## config.mk

```make
export PLATFORM = sky130hd
export DESIGN_NAME = pio_top
export DESIGN_NICKNAME = d
export VERILOG_FILES = /design/src/source/pio_pkg.sv /design/src/source/pio_clk_div.sv /design/src/source/pio_instr_mem.sv /design/src/source/pio_sm.sv /design/src/source/pio_top.sv /design/src/source/pio_tx_fifo.sv
export SDC_FILE = /design/constraint.sdc
export NUM_CORES = 2
export LEC_CHECK = 0
export BUFFER_PORTS_ARGS = -buffer_cell sky130_fd_sc_hd__buf_2
export CAP_MARGIN = 20
export CORE_MARGIN = 2
export CORE_UTILIZATION = 40
export DETAILED_ROUTE_END_ITERATION = 7
export SLEW_MARGIN = 20
export SYNTH_ARGS = -nofsm -noshare
export SYNTH_HDL_FRONTEND = slang
export SYNTH_SLANG_ARGS = --single-unit
```

## constraint.sdc

```tcl
create_clock -name clk -period 7.88 [get_ports clk]
set_clock_uncertainty 0.15 [all_clocks]
set_input_delay 0.788 -clock clk [delete_from_list [all_inputs] [get_ports clk]]
set_output_delay 0.788 -clock clk [all_outputs]
set_load 0.03 [all_outputs]
```

## src/source/pio_pkg.sv

```systemverilog
`default_nettype none

package pio_pkg;

  typedef logic [31:0] word_t;
  typedef logic [15:0] instr_t;
  typedef logic [4:0]  pc_t;
  typedef logic [4:0]  pin_idx_t;
  typedef logic [15:0] div_t;

  localparam int FIFO_DEPTH = 4;
  localparam int FIFO_AW    = $clog2(FIFO_DEPTH);
  localparam int IMEM_DEPTH = 32;

  localparam logic [5:0] OSR_EMPTY = 6'd32; // All 32 bits shifted out

  typedef enum logic [2:0] {
    OP_JMP  = 3'd0,
    OP_WAIT = 3'd1,
    OP_IN   = 3'd2,
    OP_OUT  = 3'd3,
    OP_PULL = 3'd4,
    OP_MOV  = 3'd5,
    OP_IRQ  = 3'd6,
    OP_SET  = 3'd7
  } op_e;

  typedef struct packed {
    op_e        op;    // Bits 15:13
    logic [4:0] delay; // No side-set, whole field is delay
    logic [2:0] op1;
    logic [4:0] op2;
  } decoded_t;

  typedef struct packed {
    div_t       div;
    pc_t        wrap_bottom;
    pc_t        wrap_top;
    pin_idx_t   out_base;
    logic [5:0] out_count; // 0 to 32
    pin_idx_t   set_base;
    logic [2:0] set_count; // 0 to 5
    pin_idx_t   jmp_pin;
    pin_idx_t   gpio_sel;
  } sm_cfg_t;

endpackage

`default_nettype wire

```

## src/source/pio_clk_div.sv

```systemverilog
`timescale 1ns/1ps
`default_nettype none

module pio_clk_div (
  input  wire logic          clk,
  input  wire logic          rst_n,
  input  wire logic          en,
  input  wire pio_pkg::div_t div,
  output logic               tick
);

  pio_pkg::div_t cnt; // Clocks left until next tick

  always_ff @(posedge clk or negedge rst_n) begin
    if (!rst_n) begin
      cnt  <= '0;
      tick <= 1'b0;
    end else if (!en) begin
      cnt  <= '0; // Restart on disable
      tick <= 1'b0;
    end else if (cnt == '0) begin
      tick <= 1'b1;
      cnt  <= (div > 16'd1) ? div - 16'd1 : '0; // 0 and 1 both tick every clock
    end else begin
      tick <= 1'b0;
      cnt  <= cnt - 1'b1;
    end
  end

endmodule

`default_nettype wire

```

## src/source/pio_instr_mem.sv

```systemverilog
`timescale 1ns/1ps
`default_nettype none

module pio_instr_mem (
  input  wire logic            clk,
  input  wire logic            we,
  input  wire pio_pkg::pc_t    waddr,
  input  wire pio_pkg::instr_t wdata,
  input  wire pio_pkg::pc_t    raddr,
  output pio_pkg::instr_t      rdata
);

  pio_pkg::instr_t mem [pio_pkg::IMEM_DEPTH];

  always_ff @(posedge clk) begin
    if (we) begin
      mem[waddr] <= wdata;
    end
  end

  assign rdata = mem[raddr]; // Fetch is combinational from the PC

endmodule

`default_nettype wire

```

## src/source/pio_sm.sv

```systemverilog
`timescale 1ns/1ps
`default_nettype none

module pio_sm (
  input  wire logic             clk,
  input  wire logic             rst_n,
  input  wire logic             en,
  input  wire logic             tick,
  input  wire pio_pkg::sm_cfg_t cfg,
  input  wire pio_pkg::instr_t  instr,
  input  wire pio_pkg::word_t   gpio_in,
  input  wire pio_pkg::word_t   fifo_data,
  input  wire logic             fifo_empty,
  output logic                  fifo_rd,
  output pio_pkg::pc_t          pc,
  output pio_pkg::word_t        pins_out,
  output pio_pkg::word_t        pin_dirs
);

  pio_pkg::decoded_t d;
  pio_pkg::word_t    x_q;
  pio_pkg::word_t    y_q;
  pio_pkg::word_t    osr;
  logic [5:0]        osr_cnt;   // Bits already shifted out
  logic [4:0]        delay_cnt;

  logic              active;
  logic              exec;
  logic              stall;
  logic              jump;
  logic              pull_pop;
  pio_pkg::pc_t      jump_tgt;
  pio_pkg::pc_t      pc_seq;
  pio_pkg::pc_t      pc_nxt;
  pio_pkg::word_t    x_nxt;
  pio_pkg::word_t    y_nxt;
  pio_pkg::word_t    osr_nxt;
  pio_pkg::word_t    pins_nxt;
  pio_pkg::word_t    dirs_nxt;
  logic [5:0]        osr_cnt_nxt;

  logic [5:0]        out_n;
  logic [6:0]        out_sum;
  pio_pkg::word_t    out_mask;
  pio_pkg::word_t    out_val;
  pio_pkg::word_t    osr_shr;

  // Write the low count bits of val to pins starting at base, wrapping mod 32
  function automatic pio_pkg::word_t merge_pins(input pio_pkg::word_t cur,
                                                input pio_pkg::word_t val,
                                                input pio_pkg::pin_idx_t base,
                                                input logic [5:0] count);
    pio_pkg::word_t   res;
    pio_pkg::pin_idx_t idx;
    res = cur;
    for (int i = 0; i < 32; i++) begin
      idx = base + pio_pkg::pin_idx_t'(i);
      if (i < count) begin
        res[idx] = val[i];
      end
    end
    return res;
  endfunction

  assign d      = pio_pkg::decoded_t'(instr);
  assign active = en && tick;

  assign out_n    = (d.op2 == 5'd0) ? 6'd32 : {1'b0, d.op2}; // 0 means 32
  assign out_mask = (out_n == 6'd32) ? '1 : ((32'd1 << out_n) - 32'd1);
  assign out_val  = osr & out_mask;
  assign osr_shr  = (out_n == 6'd32) ? '0 : (osr >> out_n);
  assign out_sum  = {1'b0, osr_cnt} + {1'b0, out_n};

  assign pc_seq  = (pc == cfg.wrap_top) ? cfg.wrap_bottom : pc + 1'b1;
  assign pc_nxt  = jump ? jump_tgt : pc_seq;
  assign exec    = active && (delay_cnt == 5'd0) && !stall;
  assign fifo_rd = exec && pull_pop; // Pop in the same edge the OSR loads

  always_comb begin
    stall       = 1'b0;
    jump        = 1'b0;
    jump_tgt    = d.op2;
    pull_pop    = 1'b0;
    x_nxt       = x_q;
    y_nxt       = y_q;
    osr_nxt     = osr;
    osr_cnt_nxt = osr_cnt;
    pins_nxt    = pins_out;
    dirs_nxt    = pin_dirs;
    case (d.op)
      pio_pkg::OP_JMP: begin
        case (d.op1)
          3'd0: jump = 1'b1;
          3'd1: jump = (x_q == '0);
          3'd2: begin
            jump  = (x_q != '0);
            x_nxt = x_q - 1'b1; // Post-decrement either way
          end
          3'd3: jump = (y_q == '0);
          3'd4: begin
            jump  = (y_q != '0);
            y_nxt = y_q - 1'b1;
          end
          3'd5: jump = (x_q != y_q);
          3'd6: jump = gpio_in[cfg.jmp_pin];
          default: jump = (osr_cnt < pio_pkg::OSR_EMPTY);
        endcase
      end
      pio_pkg::OP_WAIT: stall = (gpio_in[cfg.gpio_sel] != d.op1[2]);
      pio_pkg::OP_OUT: begin
        osr_nxt     = osr_shr; // Right shift only
        osr_cnt_nxt = (out_sum > {1'b0, pio_pkg::OSR_EMPTY}) ? pio_pkg::OSR_EMPTY
                                                              : out_sum[5:0];
        case (d.op1)
          3'd0: pins_nxt = merge_pins(pins_out, out_val, cfg.out_base, cfg.out_count);
          3'd1: x_nxt = out_val;
          3'd2: y_nxt = out_val;
          3'd4: dirs_nxt = merge_pins(pin_dirs, out_val, cfg.out_base, cfg.out_count);
          3'd5: begin
            jump     = 1'b1;
            jump_tgt = out_val[4:0];
          end
          default: ; // Null discards
        endcase
      end
      pio_pkg::OP_PULL: begin
        if (d.op1[2]) begin
          if (!fifo_empty) begin
            osr_nxt     = fifo_data;
            osr_cnt_nxt = '0;
            pull_pop    = 1'b1;
          end else if (d.op1[0]) begin
            stall = 1'b1; // Blocking pull waits for data
          end else begin
            osr_nxt     = x_q;
            osr_cnt_nxt = '0;
          end
        end
      end
      pio_pkg::OP_SET: begin
        case (d.op1)
          3'd0: pins_nxt = merge_pins(pins_out, {27'b0, d.op2}, cfg.set_base,
                                      {3'b0, cfg.set_count});
          3'd1: x_nxt = {27'b0, d.op2};
          3'd2: y_nxt = {27'b0, d.op2};
          3'd4: dirs_nxt = merge_pins(pin_dirs, {27'b0, d.op2}, cfg.set_base,
                                      {3'b0, cfg.set_count});
          default: ;
        endcase
      end
      pio_pkg::OP_IN, pio_pkg::OP_MOV, pio_pkg::OP_IRQ: ; // Executed as no-ops
      default: ;
    endcase
  end

  always_ff @(posedge clk or negedge rst_n) begin
    if (!rst_n) begin
      pc        <= '0;
      x_q       <= '0;
      y_q       <= '0;
      osr_cnt   <= pio_pkg::OSR_EMPTY;
      delay_cnt <= '0;
      pins_out  <= '0;
      pin_dirs  <= '0;
    end else if (active) begin
      if (delay_cnt != 5'd0) begin
        delay_cnt <= delay_cnt - 1'b1; // PC holds during delay
      end else if (!stall) begin
        pc        <= pc_nxt;
        x_q       <= x_nxt;
        y_q       <= y_nxt;
        osr_cnt   <= osr_cnt_nxt;
        pins_out  <= pins_nxt;
        pin_dirs  <= dirs_nxt;
        delay_cnt <= d.delay;
      end
    end
  end

  always_ff @(posedge clk) begin
    if (exec) begin
      osr <= osr_nxt;
    end
  end

endmodule

`default_nettype wire

```

## src/source/pio_top.sv

```systemverilog
`timescale 1ns/1ps
`default_nettype none

module pio_top (
  input  wire logic             clk,
  input  wire logic             rst_n,
  input  wire logic             en,
  input  wire pio_pkg::sm_cfg_t cfg,
  input  wire logic             prog_we,
  input  wire pio_pkg::pc_t     prog_addr,
  input  wire pio_pkg::instr_t  prog_data,
  input  wire logic             tx_wr,
  input  wire pio_pkg::word_t   tx_data,
  output logic                  tx_full,
  input  wire pio_pkg::word_t   gpio_in,
  output pio_pkg::word_t        pins_out,
  output pio_pkg::word_t        pin_dirs,
  output pio_pkg::pc_t          pc
);

  logic            tick;
  pio_pkg::instr_t instr;
  pio_pkg::word_t  fifo_data;
  logic            fifo_empty;
  logic            fifo_rd;

  pio_clk_div u_div (
    .clk   (clk),
    .rst_n (rst_n),
    .en    (en),
    .div   (cfg.div),
    .tick  (tick)
  );

  pio_instr_mem u_imem (
    .clk   (clk),
    .we    (prog_we),
    .waddr (prog_addr),
    .wdata (prog_data),
    .raddr (pc),
    .rdata (instr)
  );

  pio_tx_fifo u_fifo (
    .clk   (clk),
    .rst_n (rst_n),
    .wr    (tx_wr),
    .wdata (tx_data),
    .rd    (fifo_rd),
    .rdata (fifo_data),
    .empty (fifo_empty),
    .full  (tx_full)
  );

  pio_sm u_sm (
    .clk        (clk),
    .rst_n      (rst_n),
    .en         (en),
    .tick       (tick),
    .cfg        (cfg),
    .instr      (instr),
    .gpio_in    (gpio_in),
    .fifo_data  (fifo_data),
    .fifo_empty (fifo_empty),
    .fifo_rd    (fifo_rd),
    .pc         (pc),
    .pins_out   (pins_out),
    .pin_dirs   (pin_dirs)
  );

endmodule

`default_nettype wire

```

## src/source/pio_tx_fifo.sv

```systemverilog
`timescale 1ns/1ps
`default_nettype none

module pio_tx_fifo (
  input  wire logic           clk,
  input  wire logic           rst_n,
  input  wire logic           wr,
  input  wire pio_pkg::word_t wdata,
  input  wire logic           rd,
  output pio_pkg::word_t      rdata,
  output logic                empty,
  output logic                full
);

  pio_pkg::word_t                 mem [pio_pkg::FIFO_DEPTH];
  logic [pio_pkg::FIFO_AW-1:0]    wr_ptr;
  logic [pio_pkg::FIFO_AW-1:0]    rd_ptr;
  logic [pio_pkg::FIFO_AW:0]      count;
  logic                           wr_ok;
  logic                           rd_ok;

  assign wr_ok = wr && !full; // Writes while full are dropped
  assign rd_ok = rd && !empty;

  always_ff @(posedge clk) begin
    if (wr_ok) begin
      mem[wr_ptr] <= wdata;
    end
  end

  always_ff @(posedge clk or negedge rst_n) begin
    if (!rst_n) begin
      wr_ptr <= '0;
      rd_ptr <= '0;
      count  <= '0;
    end else begin
      if (wr_ok) begin
        wr_ptr <= (int'(wr_ptr) == pio_pkg::FIFO_DEPTH - 1) ? '0 : wr_ptr + 1'b1;
      end
      if (rd_ok) begin
        rd_ptr <= (int'(rd_ptr) == pio_pkg::FIFO_DEPTH - 1) ? '0 : rd_ptr + 1'b1;
      end
      case ({wr_ok, rd_ok})
        2'b10:   count <= count + 1'b1;
        2'b01:   count <= count - 1'b1;
        default: count <= count;
      endcase
    end
  end

  assign rdata = mem[rd_ptr]; // Show-ahead head word
  assign empty = (count == '0);
  assign full  = (count == pio_pkg::FIFO_DEPTH);

endmodule

`default_nettype wire

```

==> PnR_summary.wiki, run 1 <==
{| class="wikitable"
! Metric !! Value
|-
| Overall Global Routing Usage || a little over two thirds
|-
| Final Wtd Congestion || 1.33
|-
| Top cell type's share of synthesized area || between 30% and 40%
|-
| Prevailing post-synth register cell || sky130_fd_sc_hd__edfxtp_1
|-
| Post-detailed-placement cell area || approximately 70000 um^2
|-
| Post-CTS Resized || 0
|-
| Number of flops mapped to enable cells by yosys || between 600 and 700
|-
| Ranking of synthesized cells by instance count || sky130_fd_sc_hd__nand2_1, sky130_fd_sc_hd__nor2_1, sky130_fd_sc_hd__edfxtp_1
|-
| Outcome || stopped before the end
|-
| Stage where the run ended || global routing (5_1_grt)
|-
| Biggest area consumer among synthesized cells || sky130_fd_sc_hd__edfxtp_1
|-
| Area of the mapped netlist || approximately 62000 um^2
|-
| Count of synthesis-stage warnings from yosys || 0
|-
| Maximum clock path buffer count || 3
|-
| Top-Level Pins || about 220
|-
| Number of sinks handled by clock tree synthesis || 840
|-
| Buffers added on ports || approximately 210
|-
| FFs w/ async S/R, synth || ~20%
|-
| Sequential cell area fraction in the yosys report || approximately two fifths
|-
| Cell count after placement || between 9000 and 10000
|-
| Floorplan die height || approximately 400 um
|-
| Leading post-synthesis cells by cell area || sky130_fd_sc_hd__edfxtp_1, sky130_fd_sc_hd__mux4_2, sky130_fd_sc_hd__dfrtp_1
|-
| Mean instance size in the synthesized netlist || 9.05 um^2
|-
| Hold Buf Count CTS || 0
|-
| Total grt overflow || between 40 and 50
|-
| Via count of the first global-routing pass || between 80000 and 90000
|-
| Run Error || [ERROR GRT-0116] Global routing finished with congestion. Check the congestion regions in the DRC Viewer.
|-
| Die width || 398 um
|-
| Estimated wirelength of the detail-placed design || a little under 400000 um
|-
| Number of synthesized register bits || 840
|-
| First-pass GRT wire length || between 700000 and 800000 um
|-
| Post-synth cell types || 110
|-
| Library cell with the highest instance count after synthesis || sky130_fd_sc_hd__nand2_1
|-
| Post-CTS setup buffer count || 0
|-
| Largest net degree at the start of global routing || 96
|-
| Buffer type at the clock tree root || sky130_fd_sc_hd__clkbuf_16
|-
| Starting density of the core || 40.3%
|-
| Total number of H-tree levels || 3
|-
| Synthesized net count || between 7000 and 8000
|-
| CTS Buf Count || 87
|-
| Row cnt || about 140
|-
| Count of mapped cells out of synthesis || 6857
|}
## kinds of logic after synthesis
| family | after synthesis | synth area share, % |
|---|---|---|
| simple gates | 2523 | 18.0 |
| compound gates | 2483 | 27.7 |
| flops | 840 | 39.3 |
| buf+inv | 538 | 3.54 |
| mux | 312 | 8.91 |
| xor+xnor | 120 | 1.69 |
| fa+ha+maj | 40 | 0.823 |
| other cells | 1 | 0.00604 |
## layer usage
| metal | GRT overflow | GRT usage [%] |
|---|---|---|
| met1 | 1 | 73.8 |
| met2 | 24 | 84.9 |
| met3 | 1 | 55.7 |
| met4 | 19 | 65.2 |
| met5 | 0 | 22.4 |
## per-stage QoR
stage                     utilization, %  hold slack (ns)  setup WS, ns
after floorplan                        -            0.295          2.00
after global placement              45.0            0.304         0.578
after detailed placement            45.0            0.317         0.527
after CTS                           47.0           0.0364         0.254
==> run 2: changes to the inputs <==
CORE_UTILIZATION = 25   (was 40)
PLACE_DENSITY_LB_ADDON = 0.15   (was default)
==> run 2 against run 1 <==
Against the previous run:
- the flow now finishes, with violations (DRC, capacitance limit)
- synthesized cell count did not move
- synthesized area is the same
==> PnR_summary.wiki, run 2 <==
{| class="wikitable"
! Metric !! Value
|-
| Leakage Power || about 27 nW
|-
| Final Wtd Congestion || roughly 1.1
|-
| Floorplan die height || between 500 and 600 um
|-
| Count of nets after finishing || about 7800
|-
| Share of the cycle needed by the critical path after routing || between 90% and 100%
|-
| Flip-flop count of the largest register after layout || 512
|-
| Number of vias after detailed routing || 75297
|-
| Total number of H-tree levels || 3
|-
| Core area || around 250000 um^2
|-
| Clock transition time at the flip-flop clock pins of the worst setup and hold paths || ~0.060 ns
|-
| Biggest regs || u_imem.mem x512, u_fifo.mem x128
|-
| Buffer type at the clock tree root || sky130_fd_sc_hd__clkbuf_16
|-
| Capturing element type of the critical path || flop
|-
| Area taken by multi-input logic gates || ~36000 um^2
|-
| Crit Path Max Fanout || 18
|-
| Hold depth || 1
|-
| Sequential cell area fraction in the yosys report || between 30% and 40%
|-
| Max Cap Violations || 1
|-
| Mean instance size in the synthesized netlist || ~9.0 um^2
|-
| Maximum clock path buffer count || 3
|-
| Number of synthesized register bits || 840
|-
| Drt first-iter violations || roughly 13000
|-
| Number of remaining DRC errors || 19
|-
| Number of antenna violations at the first check in global routing || 66
|-
| Die width || roughly 500 um
|-
| Top library cells by usage in the layout, fill and taps aside || sky130_fd_sc_hd__nand2_1, sky130_fd_sc_hd__buf_4, sky130_fd_sc_hd__nor2_1, sky130_fd_sc_hd__edfxtp_1, sky130_fd_sc_hd__a21oi_1
|-
| Area of the die || roughly 250000 um^2
|-
| Failing checks || DRC, capacitance limit
|-
| Clock tree from TritonCTS || built
|-
| Via count of the first global-routing pass || around 70000
|-
| Via count normalized by instance count || 6.80
|-
| Fillers || around 26000
|-
| CTS Buf Count || 100
|-
| Area of the mapped netlist || 62000 um^2
|-
| Leading post-synthesis cells by cell area || sky130_fd_sc_hd__edfxtp_1, sky130_fd_sc_hd__mux4_2, sky130_fd_sc_hd__dfrtp_1
|-
| Worst IR drop on VDD || about 0.29 mV
|-
| Count of synthesis-stage warnings from yosys || 0
|-
| Synthesized net count || about 7000
|-
| Clock latency on the worst-skew pair || 0.80 ns
|-
| Endpoint of the worst-slack reg-to-reg timing path || u_sm.pins_out[22]
|-
| Prevailing post-synth register cell || sky130_fd_sc_hd__edfxtp_1
|-
| Final Hold Vio Count || 0
|-
| Buffers added on ports || 214
|-
| Top cell type's share of synthesized area || around a third
|-
| Sequential cell area || between 20000 and 25000 um^2
|-
| Count of mapped cells out of synthesis || between 6000 and 7000
|-
| Detail Route Antenna Nets || 0
|-
| Starting density of the core || roughly 25%
|-
| Detailed Route WL || around 560000 um
|-
| Post-CTS Resized || 0
|-
| Biggest area consumer among synthesized cells || sky130_fd_sc_hd__edfxtp_1
|-
| Row cnt || ~180
|-
| Setup violators final || 0
|-
| FFs w/ async S/R, synth || ~20%
|-
| Area overhead of the layout relative to synthesis || 23.6%
|-
| Total grt overflow || 0
|-
| Number of flops mapped to enable cells by yosys || around 670
|-
| Critical Path Source Type || flop
|-
| Slew at the pin closest to its max-slew limit || around 1.5 ns
|-
| Number of sinks handled by clock tree synthesis || 840
|-
| Proportion of layout cells with a drive suffix above 1 || between 20 and 25%
|-
| P per Cell Area || approximately 340 nW/um^2
|-
| CP required || 8.45 ns
|-
| Setup repair after global routing missed its margin || false
|-
| R2R depth || 20
|-
| Sink of the worst hold path || u_fifo.mem[3][2]
|-
| Ranking of synthesized cells by instance count || sky130_fd_sc_hd__nand2_1, sky130_fd_sc_hd__nor2_1, sky130_fd_sc_hd__edfxtp_1
|-
| Largest net degree at the start of global routing || 72
|-
| Post-synth cell types || 110
|-
| Most common cell after layout, fill and taps aside || sky130_fd_sc_hd__nand2_1
|-
| Hold_sp || tx_data[2]
|-
| Max-slew headroom at the worst pin || ~1.3%
|-
| Outcome || complete, but fails checks
|-
| Maximum clock frequency || roughly 130 MHz
|-
| Biggest register || u_imem.mem
|-
| Final worst setup slack || between 0.2 and 0.3 ns
|-
| Worst reg-to-reg setup slack || ~0.27 ns
|-
| Max-slew violation total from the final report || 0
|-
| Setup Crit Path Kind || flop to flop
|-
| Top-Level Pins || 215
|-
| Class of the worst hold path || input port to flop
|-
| WL per Instance || about 51 um
|-
| Arrival time of data at the critical path endpoint || 8.18 ns
|-
| Library cell with the highest instance count after synthesis || sky130_fd_sc_hd__nand2_1
|-
| Estimated wirelength of the detail-placed design || around 440000 um
|-
| Setup Total Neg Slack || 0 ns
|-
| First-pass GRT wire length || between 700000 and 800000 um
|-
| Overall Global Routing Usage || a little over two fifths
|-
| Worst slack after detailed placement || approximately 0.57 ns
|-
| Fin crit period || about 7.6 ns
|-
| Worst reg2reg startpoint || u_sm.pc[1]
|-
| Number of search-and-repair iterations in the first detailed-routing pass || 8
|}
run 2: cell counts after synthesis:
No cell type changed its count.
run 2: worst max-delay path: stages (launching register included):
cell,delay [ns]
sky130_fd_sc_hd__dfrtp_4,0.59
sky130_fd_sc_hd__nor2b_1,0.75
sky130_fd_sc_hd__nand2_1,0.22
sky130_fd_sc_hd__and4b_1,0.37
sky130_fd_sc_hd__o32ai_2,0.34
sky130_fd_sc_hd__nor3_1,0.10
sky130_fd_sc_hd__buf_4,0.15
sky130_fd_sc_hd__nand2_1,0.07
sky130_fd_sc_hd__ha_1,0.27
sky130_fd_sc_hd__clkinv_1,0.21
sky130_fd_sc_hd__buf_4,0.23
sky130_fd_sc_hd__nor4_2,0.26
sky130_fd_sc_hd__buf_4,0.20
sky130_fd_sc_hd__a32o_1,0.91
sky130_fd_sc_hd__nand2_1,0.75
sky130_fd_sc_hd__o2111ai_1,0.50
sky130_fd_sc_hd__nor2_1,0.09
sky130_fd_sc_hd__a211oi_1,0.85
sky130_fd_sc_hd__buf_4,0.26
sky130_fd_sc_hd__nand2_1,0.06
sky130_fd_sc_hd__a21oi_1,0.14
run 2: timing repair:
| item | in CTS | in global routing |
|---|---|---|
| hold buffers | 3 | 0 |
| hold endpoints to repair | 76 | 0 |
| buffers inserted | 0 | 0 |
run 2: how the worst max path moves through the flow:
stage                     cells past startpoint           endpoint        from
final                                        20  u_sm.pins_out[22]  u_sm.pc[1]
after floorplan                              23  u_sm.pins_out[10]  u_sm.pc[0]
after global routing                         20  u_sm.pins_out[22]  u_sm.pc[1]
after global placement                       18  u_sm.pin_dirs[26]  u_sm.pc[0]
after CTS                                    20  u_sm.pin_dirs[24]  u_sm.pc[0]
after detailed placement                     20  u_sm.pin_dirs[24]  u_sm.pc[0]
run 2: where the power goes:
part / switching, mW / leakage (nW) / total (mW) / internal (mW)
Sequential: 0.310 / 8.36 / 5.51 / 5.20
Combinational: 11.8 / 17.2 / 16.0 / 4.15
Clock: 2.08 / 1.61 / 4.80 / 2.72
Total: 14.2 / 27.2 / 26.3 / 12.1
run 2: cells by family (layout without fill, tap and decap cells):
| kind of cell | count (synthesis) | after routing | synth area share (%) |
|---|---|---|---|
| other | 1 | 53 | 0.00604 |
| xor gates and xnor gates | 120 | 120 | 1.69 |
| adders and majority gates | 40 | 40 | 0.823 |
| AOI/OAI and AO/OA | 2483 | 2483 | 27.7 |
| muxes | 312 | 312 | 8.91 |
| buffers and inverters | 538 | 1390 | 3.54 |
| DFF | 840 | 840 | 39.3 |
| and+or+nand+nor | 2523 | 2523 | 18.0 |
run 2: area by class of cell:
cell class | instances | share of cell area, %
Timing Repair Buffer | 1133 | 10.8
Inverter | 71 | 0.348
Multi-Input combinational cell | 5479 | 47.1
Tap cell | 3312 | 5.41
Sequential cell | 840 | 31.8
Clock inverter | 62 | 0.982
Antenna cell | 52 | 0.170
Clock buffer | 124 | 3.42
run 2: layer usage:
layer / share of wire, % / track usage [%]
met2: 40 / 60.0
met5: 0.035 / 0.0386
met3: 12 / 16.6
met4: 10 / 36.2
met1: 38 / 53.1
run 2: through the flow:
step                      power [mW]  cells  cell area [um^2]  util, %  hold WS (ns)
after floorplan                 12.6   6857             62000        -         0.295
after global placement          20.6  10827             73000     29.6         0.311
after detailed placement        20.5  10828             73000     29.6         0.327
after CTS                       25.4  11017             76400     31.0      0.000294
after global routing            26.5  11029             76600     31.1        0.0338
final                           26.3  11073             76700     31.1        0.0562
Power figures use the tool's default switching activity.
